`src/logic/snd_defs.svh`:
```
`ifndef SND_DEFS_SVH
`define SND_DEFS_SVH

// sound tick every 4 clk_i cycles
`define SND_TICK_DIV 4
`define SND_TICK_W 3

// register file
`define SND_NUM_REGS 8
`define SND_ADDR_W 3
`define SND_DATA_W 8

// voices and mix
`define SND_LEVEL_W 4
`define SND_PERIOD_W 11
`define SND_LFSR_W 15
`define SND_LFSR_SEED 15'h0001
`define SND_PULSE_GAIN 64
`define SND_NOISE_GAIN 48
`define SND_SAMPLE_W 16

`endif
```
`src/logic/snd_pkg.sv`:
```
`default_nettype none

`include "snd_defs.svh"

package snd_pkg;

  // one host access
  typedef struct packed {
    logic                   wr;
    logic [`SND_ADDR_W-1:0] addr;
    logic [`SND_DATA_W-1:0] wdata;
  } bus_req_t;

  typedef struct packed {
    logic                     en;
    logic [1:0]               duty;
    logic [`SND_LEVEL_W-1:0]  vol;
    logic [`SND_PERIOD_W-1:0] period;
  } pulse_cfg_t;

  typedef struct packed {
    logic                    en;
    // 1 selects the short sequence
    logic                    mode;
    logic [2:0]              period_code;
    logic [`SND_LEVEL_W-1:0] vol;
  } noise_cfg_t;

  typedef struct packed {
    logic [`SND_SAMPLE_W-1:0] value;
  } sample_t;

  typedef enum logic [1:0] {
    IDLE,
    ACCESS,
    HOLD_ACK
  } bus_state_e;

endpackage

`default_nettype wire

```
`src/logic/snd_top.sv`:
```
`timescale 1ns/100ps
`default_nettype none

`include "snd_defs.svh"

module snd_top (
  input  wire                     clk_i,
  input  wire                     rst_i,
  input  wire                     req_i,
  input  snd_pkg::bus_req_t       host_req_i,
  output logic                    ack_o,
  output logic [`SND_DATA_W-1:0]  rdata_o,
  output snd_pkg::sample_t        sample_o,
  output logic                    sample_valid_o
);

  logic                    reg_access;
  snd_pkg::bus_req_t       reg_req;
  snd_pkg::pulse_cfg_t     pulse1_cfg;
  snd_pkg::pulse_cfg_t     pulse2_cfg;
  snd_pkg::noise_cfg_t     noise_cfg;
  logic                    snd_tick;
  logic [`SND_LEVEL_W-1:0] pulse1_level;
  logic [`SND_LEVEL_W-1:0] pulse2_level;
  logic [`SND_LEVEL_W-1:0] noise_level;

  snd_bus_ctrl i_bus_ctrl (
    .clk_i        (clk_i),
    .rst_i        (rst_i),
    .req_i        (req_i),
    .host_req_i   (host_req_i),
    .ack_o        (ack_o),
    .access_o     (reg_access),
    .access_req_o (reg_req)
  );

  snd_regfile i_regfile (
    .clk_i        (clk_i),
    .rst_i        (rst_i),
    .access_i     (reg_access),
    .access_req_i (reg_req),
    .rdata_o      (rdata_o),
    .pulse1_cfg_o (pulse1_cfg),
    .pulse2_cfg_o (pulse2_cfg),
    .noise_cfg_o  (noise_cfg)
  );

  snd_tick_div i_tick_div (
    .clk_i  (clk_i),
    .rst_i  (rst_i),
    .tick_o (snd_tick)
  );

  snd_pulse i_pulse1 (
    .clk_i   (clk_i),
    .rst_i   (rst_i),
    .tick_i  (snd_tick),
    .cfg_i   (pulse1_cfg),
    .level_o (pulse1_level)
  );

  snd_pulse i_pulse2 (
    .clk_i   (clk_i),
    .rst_i   (rst_i),
    .tick_i  (snd_tick),
    .cfg_i   (pulse2_cfg),
    .level_o (pulse2_level)
  );

  snd_noise i_noise (
    .clk_i   (clk_i),
    .rst_i   (rst_i),
    .tick_i  (snd_tick),
    .cfg_i   (noise_cfg),
    .level_o (noise_level)
  );

  snd_mixer i_mixer (
    .clk_i          (clk_i),
    .rst_i          (rst_i),
    .tick_i         (snd_tick),
    .pulse1_level_i (pulse1_level),
    .pulse2_level_i (pulse2_level),
    .noise_level_i  (noise_level),
    .sample_o       (sample_o),
    .sample_valid_o (sample_valid_o)
  );

endmodule

`default_nettype wire

```
`src/logic/snd_mixer.sv`:
```
`timescale 1ns/100ps
`default_nettype none

`include "snd_defs.svh"

module snd_mixer (
  input  wire                    clk_i,
  input  wire                    rst_i,
  input  wire                    tick_i,
  input  wire [`SND_LEVEL_W-1:0] pulse1_level_i,
  input  wire [`SND_LEVEL_W-1:0] pulse2_level_i,
  input  wire [`SND_LEVEL_W-1:0] noise_level_i,
  output snd_pkg::sample_t       sample_o,
  output logic                   sample_valid_o
);

  logic [`SND_SAMPLE_W-1:0] pulse_sum;
  logic [`SND_SAMPLE_W-1:0] mix;

  // levels are registered in the voices and only move on a tick
  assign pulse_sum = `SND_SAMPLE_W'(pulse1_level_i) + `SND_SAMPLE_W'(pulse2_level_i);
  assign mix = pulse_sum * `SND_SAMPLE_W'(`SND_PULSE_GAIN)
             + `SND_SAMPLE_W'(noise_level_i) * `SND_SAMPLE_W'(`SND_NOISE_GAIN);

  assign sample_o.value = mix;

  always_ff @(posedge clk_i) begin
    if (rst_i) begin
      sample_valid_o <= 1'b0;
    end else begin
      sample_valid_o <= tick_i;
    end
  end

  a_valid_after_tick: assert property (@(posedge clk_i) disable iff (rst_i)
    sample_valid_o |-> $past(tick_i));

endmodule

`default_nettype wire

```
`src/logic/snd_noise.sv`:
```
`timescale 1ns/100ps
`default_nettype none

`include "snd_defs.svh"

module snd_noise (
  input  wire                     clk_i,
  input  wire                     rst_i,
  input  wire                     tick_i,
  input  snd_pkg::noise_cfg_t     cfg_i,
  output logic [`SND_LEVEL_W-1:0] level_o
);

  logic [6:0]             cnt_q;
  logic [6:0]             cnt_d;
  logic [`SND_LFSR_W-1:0] lfsr_q;
  logic [`SND_LFSR_W-1:0] lfsr_d;
  logic                   fb;

  // short mode taps bit 6
  assign fb = lfsr_q[0] ^ (cfg_i.mode ? lfsr_q[6] : lfsr_q[1]);

  always_comb begin
    cnt_d  = cnt_q;
    lfsr_d = lfsr_q;
    if (!cfg_i.en) begin
      cnt_d  = '0;
      lfsr_d = `SND_LFSR_SEED;
    end else if (cnt_q == '0) begin
      cnt_d  = {cfg_i.period_code, 4'hF};
      lfsr_d = {fb, lfsr_q[`SND_LFSR_W-1:1]};
    end else begin
      cnt_d = cnt_q - 1'b1;
    end
  end

  always_ff @(posedge clk_i) begin
    if (rst_i) begin
      cnt_q   <= '0;
      lfsr_q  <= `SND_LFSR_SEED;
      level_o <= '0;
    end else if (tick_i) begin
      cnt_q   <= cnt_d;
      lfsr_q  <= lfsr_d;
      level_o <= (cfg_i.en && lfsr_d[0]) ? cfg_i.vol : '0;
    end
  end

endmodule

`default_nettype wire

```
`src/logic/snd_pulse.sv`:
```
`timescale 1ns/100ps
`default_nettype none

`include "snd_defs.svh"

module snd_pulse (
  input  wire                     clk_i,
  input  wire                     rst_i,
  input  wire                     tick_i,
  input  snd_pkg::pulse_cfg_t     cfg_i,
  output logic [`SND_LEVEL_W-1:0] level_o
);

  logic [`SND_PERIOD_W-1:0] cnt_q;
  logic [2:0]               idx_q;
  logic [7:0]               pattern;

  // 2A03 duty tables, stepped from bit 7 down
  always_comb begin
    case (cfg_i.duty)
      2'd0: pattern = 8'b1000_0000;
      2'd1: pattern = 8'b1100_0000;
      2'd2: pattern = 8'b1111_0000;
      default: pattern = 8'b0011_1111;
    endcase
  end

  always_ff @(posedge clk_i) begin
    if (rst_i) begin
      cnt_q   <= '0;
      idx_q   <= '0;
      level_o <= '0;
    end else if (tick_i) begin
      if (!cfg_i.en) begin
        cnt_q   <= '0;
        idx_q   <= '0;
        level_o <= '0;
      end else if (cnt_q == '0) begin
        cnt_q   <= cfg_i.period;
        idx_q   <= idx_q - 1'b1;
        level_o <= pattern[idx_q] ? cfg_i.vol : '0;
      end else begin
        cnt_q <= cnt_q - 1'b1;
      end
    end
  end

endmodule

`default_nettype wire

```
`src/logic/snd_tick_div.sv`:
```
`timescale 1ns/100ps
`default_nettype none

`include "snd_defs.svh"

module snd_tick_div (
  input  wire  clk_i,
  input  wire  rst_i,
  output logic tick_o
);

  logic [`SND_TICK_W-1:0] cnt_q;
  logic                   wrap;

  assign wrap = (cnt_q == `SND_TICK_W'(`SND_TICK_DIV - 1));

  always_ff @(posedge clk_i) begin
    if (rst_i) begin
      cnt_q  <= '0;
      tick_o <= 1'b0;
    end else begin
      cnt_q  <= wrap ? '0 : cnt_q + 1'b1;
      tick_o <= wrap;
    end
  end

  a_tick_single: assert property (@(posedge clk_i) disable iff (rst_i)
    tick_o |=> !tick_o);

endmodule

`default_nettype wire

```
`src/logic/snd_regfile.sv`:
```
`timescale 1ns/100ps
`default_nettype none

`include "snd_defs.svh"

module snd_regfile (
  input  wire                     clk_i,
  input  wire                     rst_i,
  input  wire                     access_i,
  input  snd_pkg::bus_req_t       access_req_i,
  output logic [`SND_DATA_W-1:0]  rdata_o,
  output snd_pkg::pulse_cfg_t     pulse1_cfg_o,
  output snd_pkg::pulse_cfg_t     pulse2_cfg_o,
  output snd_pkg::noise_cfg_t     noise_cfg_o
);

  logic [`SND_DATA_W-1:0] regs_q [`SND_NUM_REGS];

  function automatic snd_pkg::pulse_cfg_t decode_pulse(
    input logic                   en,
    input logic [`SND_DATA_W-1:0] ctrl,
    input logic [`SND_DATA_W-1:0] lo,
    input logic [`SND_DATA_W-1:0] hi
  );
    snd_pkg::pulse_cfg_t cfg;
    cfg.en     = en;
    cfg.duty   = ctrl[7:6];
    cfg.vol    = ctrl[3:0];
    cfg.period = {hi[2:0], lo};
    return cfg;
  endfunction

  always_ff @(posedge clk_i) begin
    if (rst_i) begin
      for (int i = 0; i < `SND_NUM_REGS; i++) begin
        regs_q[i] <= '0;
      end
    end else if (access_i && access_req_i.wr) begin
      regs_q[access_req_i.addr] <= access_req_i.wdata;
    end
  end

  // read data held until the next read
  always_ff @(posedge clk_i) begin
    if (access_i && !access_req_i.wr) begin
      rdata_o <= regs_q[access_req_i.addr];
    end
  end

  assign pulse1_cfg_o = decode_pulse(regs_q[7][0], regs_q[0], regs_q[1], regs_q[2]);
  assign pulse2_cfg_o = decode_pulse(regs_q[7][1], regs_q[3], regs_q[4], regs_q[5]);

  assign noise_cfg_o.en          = regs_q[7][2];
  assign noise_cfg_o.mode        = regs_q[6][7];
  assign noise_cfg_o.period_code = regs_q[6][6:4];
  assign noise_cfg_o.vol         = regs_q[6][3:0];

endmodule

`default_nettype wire

```
`src/logic/snd_bus_ctrl.sv`:
```
`timescale 1ns/100ps
`default_nettype none

module snd_bus_ctrl (
  input  wire               clk_i,
  input  wire               rst_i,
  input  wire               req_i,
  input  snd_pkg::bus_req_t host_req_i,
  output logic              ack_o,
  output logic              access_o,
  output snd_pkg::bus_req_t access_req_o
);

  snd_pkg::bus_state_e state_q;
  snd_pkg::bus_state_e state_d;
  snd_pkg::bus_req_t   req_q;

  always_comb begin
    state_d = state_q;
    case (state_q)
      snd_pkg::IDLE: begin
        if (req_i) begin
          state_d = snd_pkg::ACCESS;
        end
      end
      snd_pkg::ACCESS: begin
        state_d = snd_pkg::HOLD_ACK;
      end
      snd_pkg::HOLD_ACK: begin
        // wait for host to drop req
        if (!req_i) begin
          state_d = snd_pkg::IDLE;
        end
      end
      default: begin
        state_d = snd_pkg::IDLE;
      end
    endcase
  end

  always_ff @(posedge clk_i) begin
    if (rst_i) begin
      state_q <= snd_pkg::IDLE;
    end else begin
      state_q <= state_d;
    end
  end

  // request fields sampled as the handshake opens
  always_ff @(posedge clk_i) begin
    if (state_q == snd_pkg::IDLE && req_i) begin
      req_q <= host_req_i;
    end
  end

  assign access_o     = (state_q == snd_pkg::ACCESS);
  assign access_req_o = req_q;
  assign ack_o        = (state_q == snd_pkg::HOLD_ACK);

  a_ack_needs_req: assert property (@(posedge clk_i) disable iff (rst_i)
    $rose(ack_o) |-> req_i);

  // host keeps req and the same fields up through the access
  a_access_req_held: assert property (@(posedge clk_i) disable iff (rst_i)
    access_o |-> (req_i && host_req_i == access_req_o));

endmodule

`default_nettype wire

```
`config.mk`:
```
export PLATFORM = sky130hd
export DESIGN_NAME = snd_top
export DESIGN_NICKNAME = d
export VERILOG_FILES = /design/src/logic/snd_pkg.sv /design/src/logic/snd_top.sv /design/src/logic/snd_mixer.sv /design/src/logic/snd_noise.sv /design/src/logic/snd_pulse.sv /design/src/logic/snd_tick_div.sv /design/src/logic/snd_regfile.sv /design/src/logic/snd_bus_ctrl.sv
export VERILOG_INCLUDE_DIRS = /design/src /design/src/logic
export SDC_FILE = /design/constraint.sdc
export NUM_CORES = 1
export LEC_CHECK = 0
export BUFFER_PORTS_ARGS = -buffer_cell sky130_fd_sc_hd__buf_2
export CORE_UTILIZATION = 40
export CTS_CLUSTER_SIZE = 28
export DETAILED_ROUTE_END_ITERATION = 10
export GPL_ROUTABILITY_DRIVEN = 0
export HOLD_SLACK_MARGIN = 0.02
export PLACE_DENSITY = 0.59
export SKIP_CTS_REPAIR_TIMING = 1
export SLEW_MARGIN = 40
export SYNTH_ARGS = -nofsm -noshare
export SYNTH_HDL_FRONTEND = slang
export SYNTH_SLANG_ARGS = --single-unit
```
`constraint.sdc`:
```
create_clock -name clk_i -period 6.1 [get_ports clk_i]
set_clock_uncertainty 0.15 [all_clocks]
set_input_delay 0.305 -clock clk_i [delete_from_list [all_inputs] [get_ports clk_i]]
set_output_delay 0.305 -clock clk_i [all_outputs]
set_load 0.1 [all_outputs]
```
Yosys cells after proc, flatten, opt, wreduce, memory -nomap -nowiden
Memories as Yosys holds them, arrays and structs flattened. A register that Yosys moved wholly into a read port is not among the register bits.
Cells that the tools add are included.

cells by class
  $add $sub $neg = 8
  multiply operators = 1
  divide/modulo/power cells = 0
  magnitude comparators = 2
  eq/ne operators = 12
  shifts and indexed selects = 0
  multiplexer cells = 37
  bitwise operators = 1
  reduce and logical (&&, ||, !) cells = 17

operators by type and width
  kind                                                  count
  one-hot mux 8 bit (3 select lines)                    2
  2-to-1 mux 11 bit                                     4
  2-to-1 mux 15 bit                                     2
  2-to-1 mux 4 bit                                      7
  zero test 11 bit                                      2
  subtractor 11 x 1 -> 11 bit (second input constant)   2
  adder 16 x 10 -> 16 bit                               1
  2-to-1 mux 3 bit                                      5
  2-to-1 mux 7 bit                                      2
  inequality test 2 bit (second input constant)         5
  2-to-1 mux 1 bit                                      9
  < comparator 3 x 4 -> 1 bit (second input constant)   2
  2-to-1 mux 8 bit                                      1
  AND reduction 2 bit                                   4
  OR reduction 8 bit                                    1
  zero test 7 bit                                       1
  subtractor 7 x 1 -> 7 bit (second input constant)     1
  binary-select mux 1 bit (select 3 bit)                2
  equality test 2 x 1 -> 1 bit (second input constant)  3
  equality test 2 bit (second input constant)           3
  zero test 2 bit                                       3
  multiplier 4 x 2 -> 6 bit (second input constant)     1
  one-hot mux 2 bit (3 select lines)                    1
  subtractor 3 x 1 -> 3 bit (second input constant)     2
  other kinds (8)                                       12

word-level totals
  flip-flop bits (word level) = 81
  bits in latches = 0
  bits in writable memories = 64
  ROM bits = 0
  input port bits = 15
  output and inout bits = 26
  word-level logic and storage cells = 96
  memories = 1

memory list
  memory            words  width  rd ports  clocked after memory_dff  wr ports  line               source
  i_regfile.regs_q  8      8      9         1                         8         snd_regfile.sv:17  logic [`SND_DATA_W-1:0] regs_q [`SND_NUM_REGS];

Longest topological paths before layout
Gate-level depths: netlist of the first run.
An unclocked memory read counts as a cell.

  depth in word-level cells = 8
  mapped depth = 9
  mapped depth without buffers = 9

Modules after synthesis
A second synthesis of the first run with hierarchy kept.

unflattened totals
  cell total of the unflattened synthesis = 683
  area total of the unflattened synthesis = 7922.6 µm²

modules (own cells, without submodules)
  module        times used  cells an instance  area each (µm²)  seq. area each (µm²)
  snd_regfile   1           224                3438.3           2162.1
  snd_pulse     2           132                1137.3           360.3
  snd_noise     1           113                1142.3           520.5
  snd_mixer     1           49                 471.7            20.0
  snd_bus_ctrl  1           22                 457.9            400.4
  snd_tick_div  1           11                 137.6            80.1

Least setup slack after synthesis of the first run
No wires, ideal clock.

  path kind = register to output
  from = register i_noise.level_o[1]
  to = output port sample_o[10] (netlist name)
  arrival = 3.308 ns
  required time = 5.645 ns
  slack = 2.337 ns
  cell stages (with the launch flop) = 10
  buffers on the path = 0
  cell sequence = dfxtp_1 -> ha_1 -> fa_1 -> xnor2_1 -> inv_1 -> fa_1 -> inv_1 -> a21o_1 -> a21oi_1 -> xor2_1

RTL lines
  what                    line             source
  from (decl)             snd_noise.sv:11  output logic [`SND_LEVEL_W-1:0] level_o
  from (signal assigned)  snd_noise.sv:45  level_o <= (cfg_i.en && lfsr_d[0]) ? cfg_i.vol : '0;
  to (decl)               snd_top.sv:13    output snd_pkg::sample_t sample_o,

==> results of run 1 <==
-- layout by cell type, fill, tap and decap left out, drive strengths merged, types with 8 or more instances in the layout --
| cell type | n |
|---|---|
| and2 | 65 |
| mux4 | 10 |
| nor3 | 15 |
| nand2 | 39 |
| a21o | 10 |
| buf | 40 |
| dfxtp | 69 |
| inv | 34 |
| ha | 23 |
| dlygate4sd3 | 13 |
| o21ai | 36 |
| edfxtp | 84 |
| o22ai | 17 |
| mux2i | 9 |
| nand2b | 20 |
| a22o | 10 |
| a21oi | 34 |
| or2 | 13 |
| clkbuf | 18 |
| o31ai | 8 |
| conb | 8 |
| nor2 | 48 |
| nand3 | 9 |
-- worst reg2reg max path, delay by kind of cell (launching register included) --
kind                       cells  cell delay (ns)
and+or+nand+nor                2             0.91
AOI/OAI and AO/OA              2             0.48
buffers and inverters          2             0.37
DFF                            1             0.34
adders and majority gates      1             0.20
-- cell type report --
type	instances	share of cell area
tap	229	0.03418
multi-input combinational	460	0.3772
sequential	153	0.4657
clock buffer	18	0.05120
clock inverter	14	0.01642
timing repair buffer	53	0.04314
inverter	27	0.01209
-- per-stage QoR --
step	std cells	instance area (µm²)	hold WS, ns	util
final	954	8382	0.2827	0.4682
after global routing	954	8382	0.3135	0.4682
after CTS	940	8239	-0.1104	0.4602
after detailed placement	908	7672	0.2753	0.4286
after global placement	906	7634	0.2651	0.4264
after floorplan	676	7330	0.2539	-
-- how the worst min path moves through the flow --
stage                   startpoint                    endpoint  slack [ns]  cells past startpoint
6_report       i_tick_div.cnt_q[0]         i_tick_div.cnt_q[0]        0.28                      1
3_3_place_gp   i_tick_div.cnt_q[0]         i_tick_div.cnt_q[0]        0.27                      1
5_1_grt        i_tick_div.cnt_q[0]         i_tick_div.cnt_q[0]        0.31                      1
3_5_place_dp   i_tick_div.cnt_q[0]         i_tick_div.cnt_q[0]        0.28                      1
2_1_floorplan        host_req_i[0]  i_bus_ctrl.access_req_o[0]        0.25                      0
4_1_cts              host_req_i[8]  i_bus_ctrl.access_req_o[8]       -0.11                      1
-- cells by family (layout without fill, tap and decap cells) --
kind of cell               count (synthesis)  count (layout)
and+or+nand+nor                          245             245
xor gates and xnor gates                   9               9
other                                      1               8
adders and majority gates                 26              26
AOI/OAI and AO/OA                        146             146
DFF                                      153             153
muxes                                     26              26
buffers and inverters                     63             112
-- layer usage --
| metal | global-route usage | up-vias |
|---|---|---|
| li1 | - | 2497 |
| met4 | 0.06349 | 0 |
| met1 | 0.2663 | 2505 |
| met5 | 0 | - |
| met3 | 0.04074 | 16 |
| met2 | 0.3117 | 116 |
-- flip-flops by register name (all words and copies together), names as in the netlist, 4 cells and up --
signal and flops:
i_pulse1.level_o 4, i_pulse2.cnt_q 11, i_regfile.regs_q 64, i_regfile.rdata_o 8, i_pulse2.level_o 4, i_pulse1.cnt_q 11
i_bus_ctrl.access_req_o 12, i_noise.lfsr_q 15, i_noise.cnt_q 7, i_noise.level_o 4
-- power by group through the flow --
| stage | logic (W) | registers, W | clock network (W) |
|---|---|---|---|
| after floorplan | 0.000123 | 0.00117 | 0 |
| after global placement | 0.000156 | 0.00118 | 0 |
| after detailed placement | 0.000164 | 0.00118 | 0 |
| after CTS | 0.000165 | 0.00115 | 0.00103 |
| after global routing | 0.000186 | 0.00116 | 0.00108 |
| final | 0.000172 | 0.00115 | 0.00102 |
==> impl_metrics.toml, run 1 <==
[outcome]
status = "finished, final reports clean"

[critical_path]
ff2ff_setup_slack_ns = 3.53
cp_num_buf_inv = 3
cp.depth = 10
path_max_fanout = 4
start_kind = "register"
worstPathArrival_ns = 3.00
cp-endpoint = "sample_o[10]"
rr_worst_depth = 7
regToRegEndpoint = "i_pulse1.level_o[2]"
r2r_start = "i_pulse1.cnt_q[0]"
end_kind = "output pin"
path_delay_family = "adder cells"
crit_type = "reg -> out"
path_cells = "ha_1 > fa_1 > xnor2_1 > inv_1 > fa_1 > inv_1 > a21o_1 > a21oi_1 > xor2_1 > buf_2"
required_ns = 5.64
critPathSlowestCell = "fa_1"
timing.critical_path.from = "i_noise.level_o[1]"
cpPeakStageDelay_ns = 0.45

[grt]
grt_pass1_wl_um = 26860
grt_pass1_vias = 4849
grt_max_degree = 59
grtUsageTotal = 0.1962
antenna_found_initial = 0
overflow = 0

[pwr]
p_per_area_nw_per_um2 = 280.0
p_switching_w = 0.0005982
seq_power_share = 0.491
cellLeakagePower_nw = 3.281
power_w = 0.002347
combPwrFrac = 0.073
swShare = 0.2549
peakVddDrop_mv = 0.1916
pwr-share-clk = 0.435
p_int_w = 0.001749

[yosys]
synth_cell_types = 63
yosysTopAreaCell = "edfxtp_1"
synth-simple-area-share = 0.1847
avgSynthCellArea_um2 = 10.92
ys_top_cells_by_area = "edfxtp_1 (35%), dfxtp_1 (19%), and2_1 (5.6%)"
syn_inst = 669
synthMuxAreaShare = 0.05397
async_reset_ff_frac = 0
ys_seq_area_frac = 0.5345
synth_xor_area_frac = 0.01079
synth_area_um2 = 7303
synth_enable_flop_cells = 84
yosysWarnings = 0
synth_fa_ha_area_frac = 0.04763
synth_most_common_cell = "edfxtp_1"
synth_common_cells = "edfxtp_1 (84), dfxtp_1 (69), and2_1 (65), nor2_1 (46), nand2_1 (39)"
synth_top_area_share = 0.3454
synth_compound_gate_area_share = 0.1287
ys_seq_elements = 153
synth_top_family_by_area = "simple AND/OR/NAND/NOR gates"
synthFlopType = "edfxtp_1"

[timing]
tns_ns = 0
setup_violations = 0
fmax_mhz = 289.6
period_share = 0.5661
finalHoldViolCount = 0
period_needed_ns = 3.453
relSlewSlack = 0.5133
layout_setup_ws_ns = 2.647
worst_slew_pin_slew_ns = 0.7238
grt_setup_unrepaired = "false"
slew_violations = 0

[detailed_routing]
m1WireLength_um = 8143
firstDrtPassIters = 7
met2_length_um = 8255
wire_per_inst_um = 18.16
routed_wl_um = 17330
drtAntennaViolNets = 0
routed_via_density = 5.382
drc = 0
highest_layer = "met4"
vias = 5134
dr_wl_met3_um = 668
drtIter0Drc = 392

[floorplan]
fp.dieW_um = 137.1
io_pins = 41
core_area_um2 = 17900
design.die.area_um2 = 18800
rows = 49
die_y_um = 137.1
initial_utilization = 0.4080

[place]
hpwlAfterDp_um = 12370
io_buffers = 32
place_ws_ns = 3.083

[cells_and_area]
fillers = 1667
nNetsFinal = 753
regArea_um2 = 3904
diodes = 0
area_growth_pct = 14.77
multiInputGateArea_um2 = 3162
drive_gt1_frac = 0.1559

[clocking]
cts_tree = "yes"
cts_buffers = 17
clk_latency_ns = 0.42
clk_path_buf_depth = 2
clk_pin_slew_ns = 0.06
htree_levels = 4
root_buffer = "clkbuf_16"
cts_sinks = 153

[job]
maxCapViolCount = 0

[min_path]
hold_class = "reg -> reg"
Note: power is estimated with default switching activity, not from simulation.
==> run 2, diff against run 1 <==
- clock period: 6.1 -> 3.6 ns (I/O delays scaled with it)
==> run 2 against run 1 <==
  * Sequential share of layout area fell by 0.17 points
  * Clock-buffer cell count rose by 1
  * Worst setup slack got worse by 2.4 ns
  * Largest power group unchanged
  * Critical path type unchanged
  * First-iteration DRC count up 19%
  * Wire length is 2.8% higher
==> impl_metrics.toml, run 2 (synthesis gave the netlist of run 1 again) <==
[outcome]
status = "finished, final reports clean"

[grt]
grt_max_degree = 43
grtUsageTotal = 0.2021
grt_pass1_vias = 5066
overflow = 0
grt_pass1_wl_um = 27800
antenna_found_initial = 0

[clocking]
cts_tree = "yes"
htree_levels = 4
clk_path_buf_depth = 2
clk_latency_ns = 0.43
cts_buffers = 17
clk_pin_slew_ns = 0.06
cts_sinks = 153
root_buffer = "clkbuf_16"

[pwr]
cellLeakagePower_nw = 3.300
swShare = 0.2494
pwr-share-clk = 0.428
p_per_area_nw_per_um2 = 467.5
combPwrFrac = 0.075
p_switching_w = 0.0009808
peakVddDrop_mv = 0.3415
p_int_w = 0.002952
seq_power_share = 0.496

[critical_path]
path_max_fanout = 4
start_kind = "register"
crit_type = "reg -> out"
end_kind = "output pin"
worstPathArrival_ns = 3.03
required_ns = 3.27

[floorplan]
initial_utilization = 0.4080
core_area_um2 = 17900
fp.dieW_um = 137.1
rows = 49
die_y_um = 137.1
io_pins = 41
design.die.area_um2 = 18800

[timing]
period_share = 0.9333
finalHoldViolCount = 0
worst_slew_pin_slew_ns = 0.8424
relSlewSlack = 0.4377
fmax_mhz = 297.6
setup_violations = 0
grt_setup_unrepaired = "false"
slew_violations = 0
period_needed_ns = 3.360
tns_ns = 0
hold_slack_ns = 0.02595

[cells_and_area]
top_register = "i_regfile.regs_q"
diodes = 0
largest_register_ffs = 64
final_common_cell = "edfxtp_1"
final_cell_mix = "edfxtp_1 (84), dfxtp_1 (69), and2_1 (65)"
area_growth_pct = 15.18
drive_gt1_frac = 0.1612
nNetsFinal = 760

[detailed_routing]
drtIter0Drc = 467
drc = 0
vias = 5196
drtAntennaViolNets = 0
firstDrtPassIters = 5
routed_via_density = 5.407
wire_per_inst_um = 18.53
routed_wl_um = 17810

[min_path]
hold_class = "in -> reg"

[place]
io_buffers = 32
hpwlAfterDp_um = 12750

[job]
maxCapViolCount = 0
==> run 2: final timing paths <==
path                            start                  end  slack [ns]  cells past startpoint
setup / recovery   i_noise.level_o[1]         sample_o[10]        0.24                     10
hold / removal                  rst_i    i_pulse1.idx_q[1]        0.03                      2
setup reg to reg    i_pulse1.cnt_q[0]  i_pulse1.level_o[0]        1.16                      7
hold reg to reg   i_tick_div.cnt_q[0]  i_tick_div.cnt_q[0]        0.29                      1
==> run 2: area by class of cell <==
cell class	instances	area, µm²
Fill cell	1619	9490
Clock inverter	13	118.9
Sequential cell	153	3904
Clock buffer	19	432.9
Tap cell	229	286.5
Inverter	27	101.3
Multi-Input combinational cell	460	3158
Timing Repair Buffer	60	410.4
==> run 2: power by group through the flow <==
| stage | logic [W] | registers (W) | clock network, W |
|---|---|---|---|
| floorplan | 0.000209 | 0.00198 | 0 |
| global placement | 0.000274 | 0.00199 | 0 |
| detailed placement | 0.000279 | 0.00199 | 0 |
| CTS | 0.000281 | 0.00195 | 0.00171 |
| global route | 0.000321 | 0.00196 | 0.00178 |
| finish | 0.000296 | 0.00195 | 0.00168 |
==> run 2: stage by stage <==
| step | instance area, µm² | setup slack (ns) | utilization | instances | power [W] |
|---|---|---|---|---|---|
| after detailed placement | 7715 | 0.6636 | 0.4309 | 915 | 0.002272 |
| after global placement | 7709 | 0.7515 | 0.4306 | 915 | 0.002265 |
| final | 8412 | 0.2401 | 0.4699 | 961 | 0.003932 |
| after floorplan | 7337 | 0.01547 | - | 676 | 0.002185 |
| after CTS | 8267 | 0.1895 | 0.4618 | 947 | 0.003942 |
| after global routing | 8412 | 0.02972 | 0.4699 | 961 | 0.004059 |
==> run 2: critical path, cell delays in order (launching register included) <==
cell and delay [ns]:
dfxtp_1 0.35, ha_1 0.22, fa_1 0.41, xnor2_1 0.23, inv_1 0.09, fa_1 0.46, inv_1 0.08, a21o_1 0.11
a21oi_1 0.09, xor2_2 0.13, buf_2 0.44
==> run 2: routing by layer <==
layer / global-route usage / wire (µm) / vias up
met3: 0.03370 / 863 / 21
met4: 0.06593 / 282 / 0
met2: 0.3305 / 8630 / 144
li1: - / - / 2519
met1: 0.2715 / 8031 / 2512
met5: 0 / 0 / -
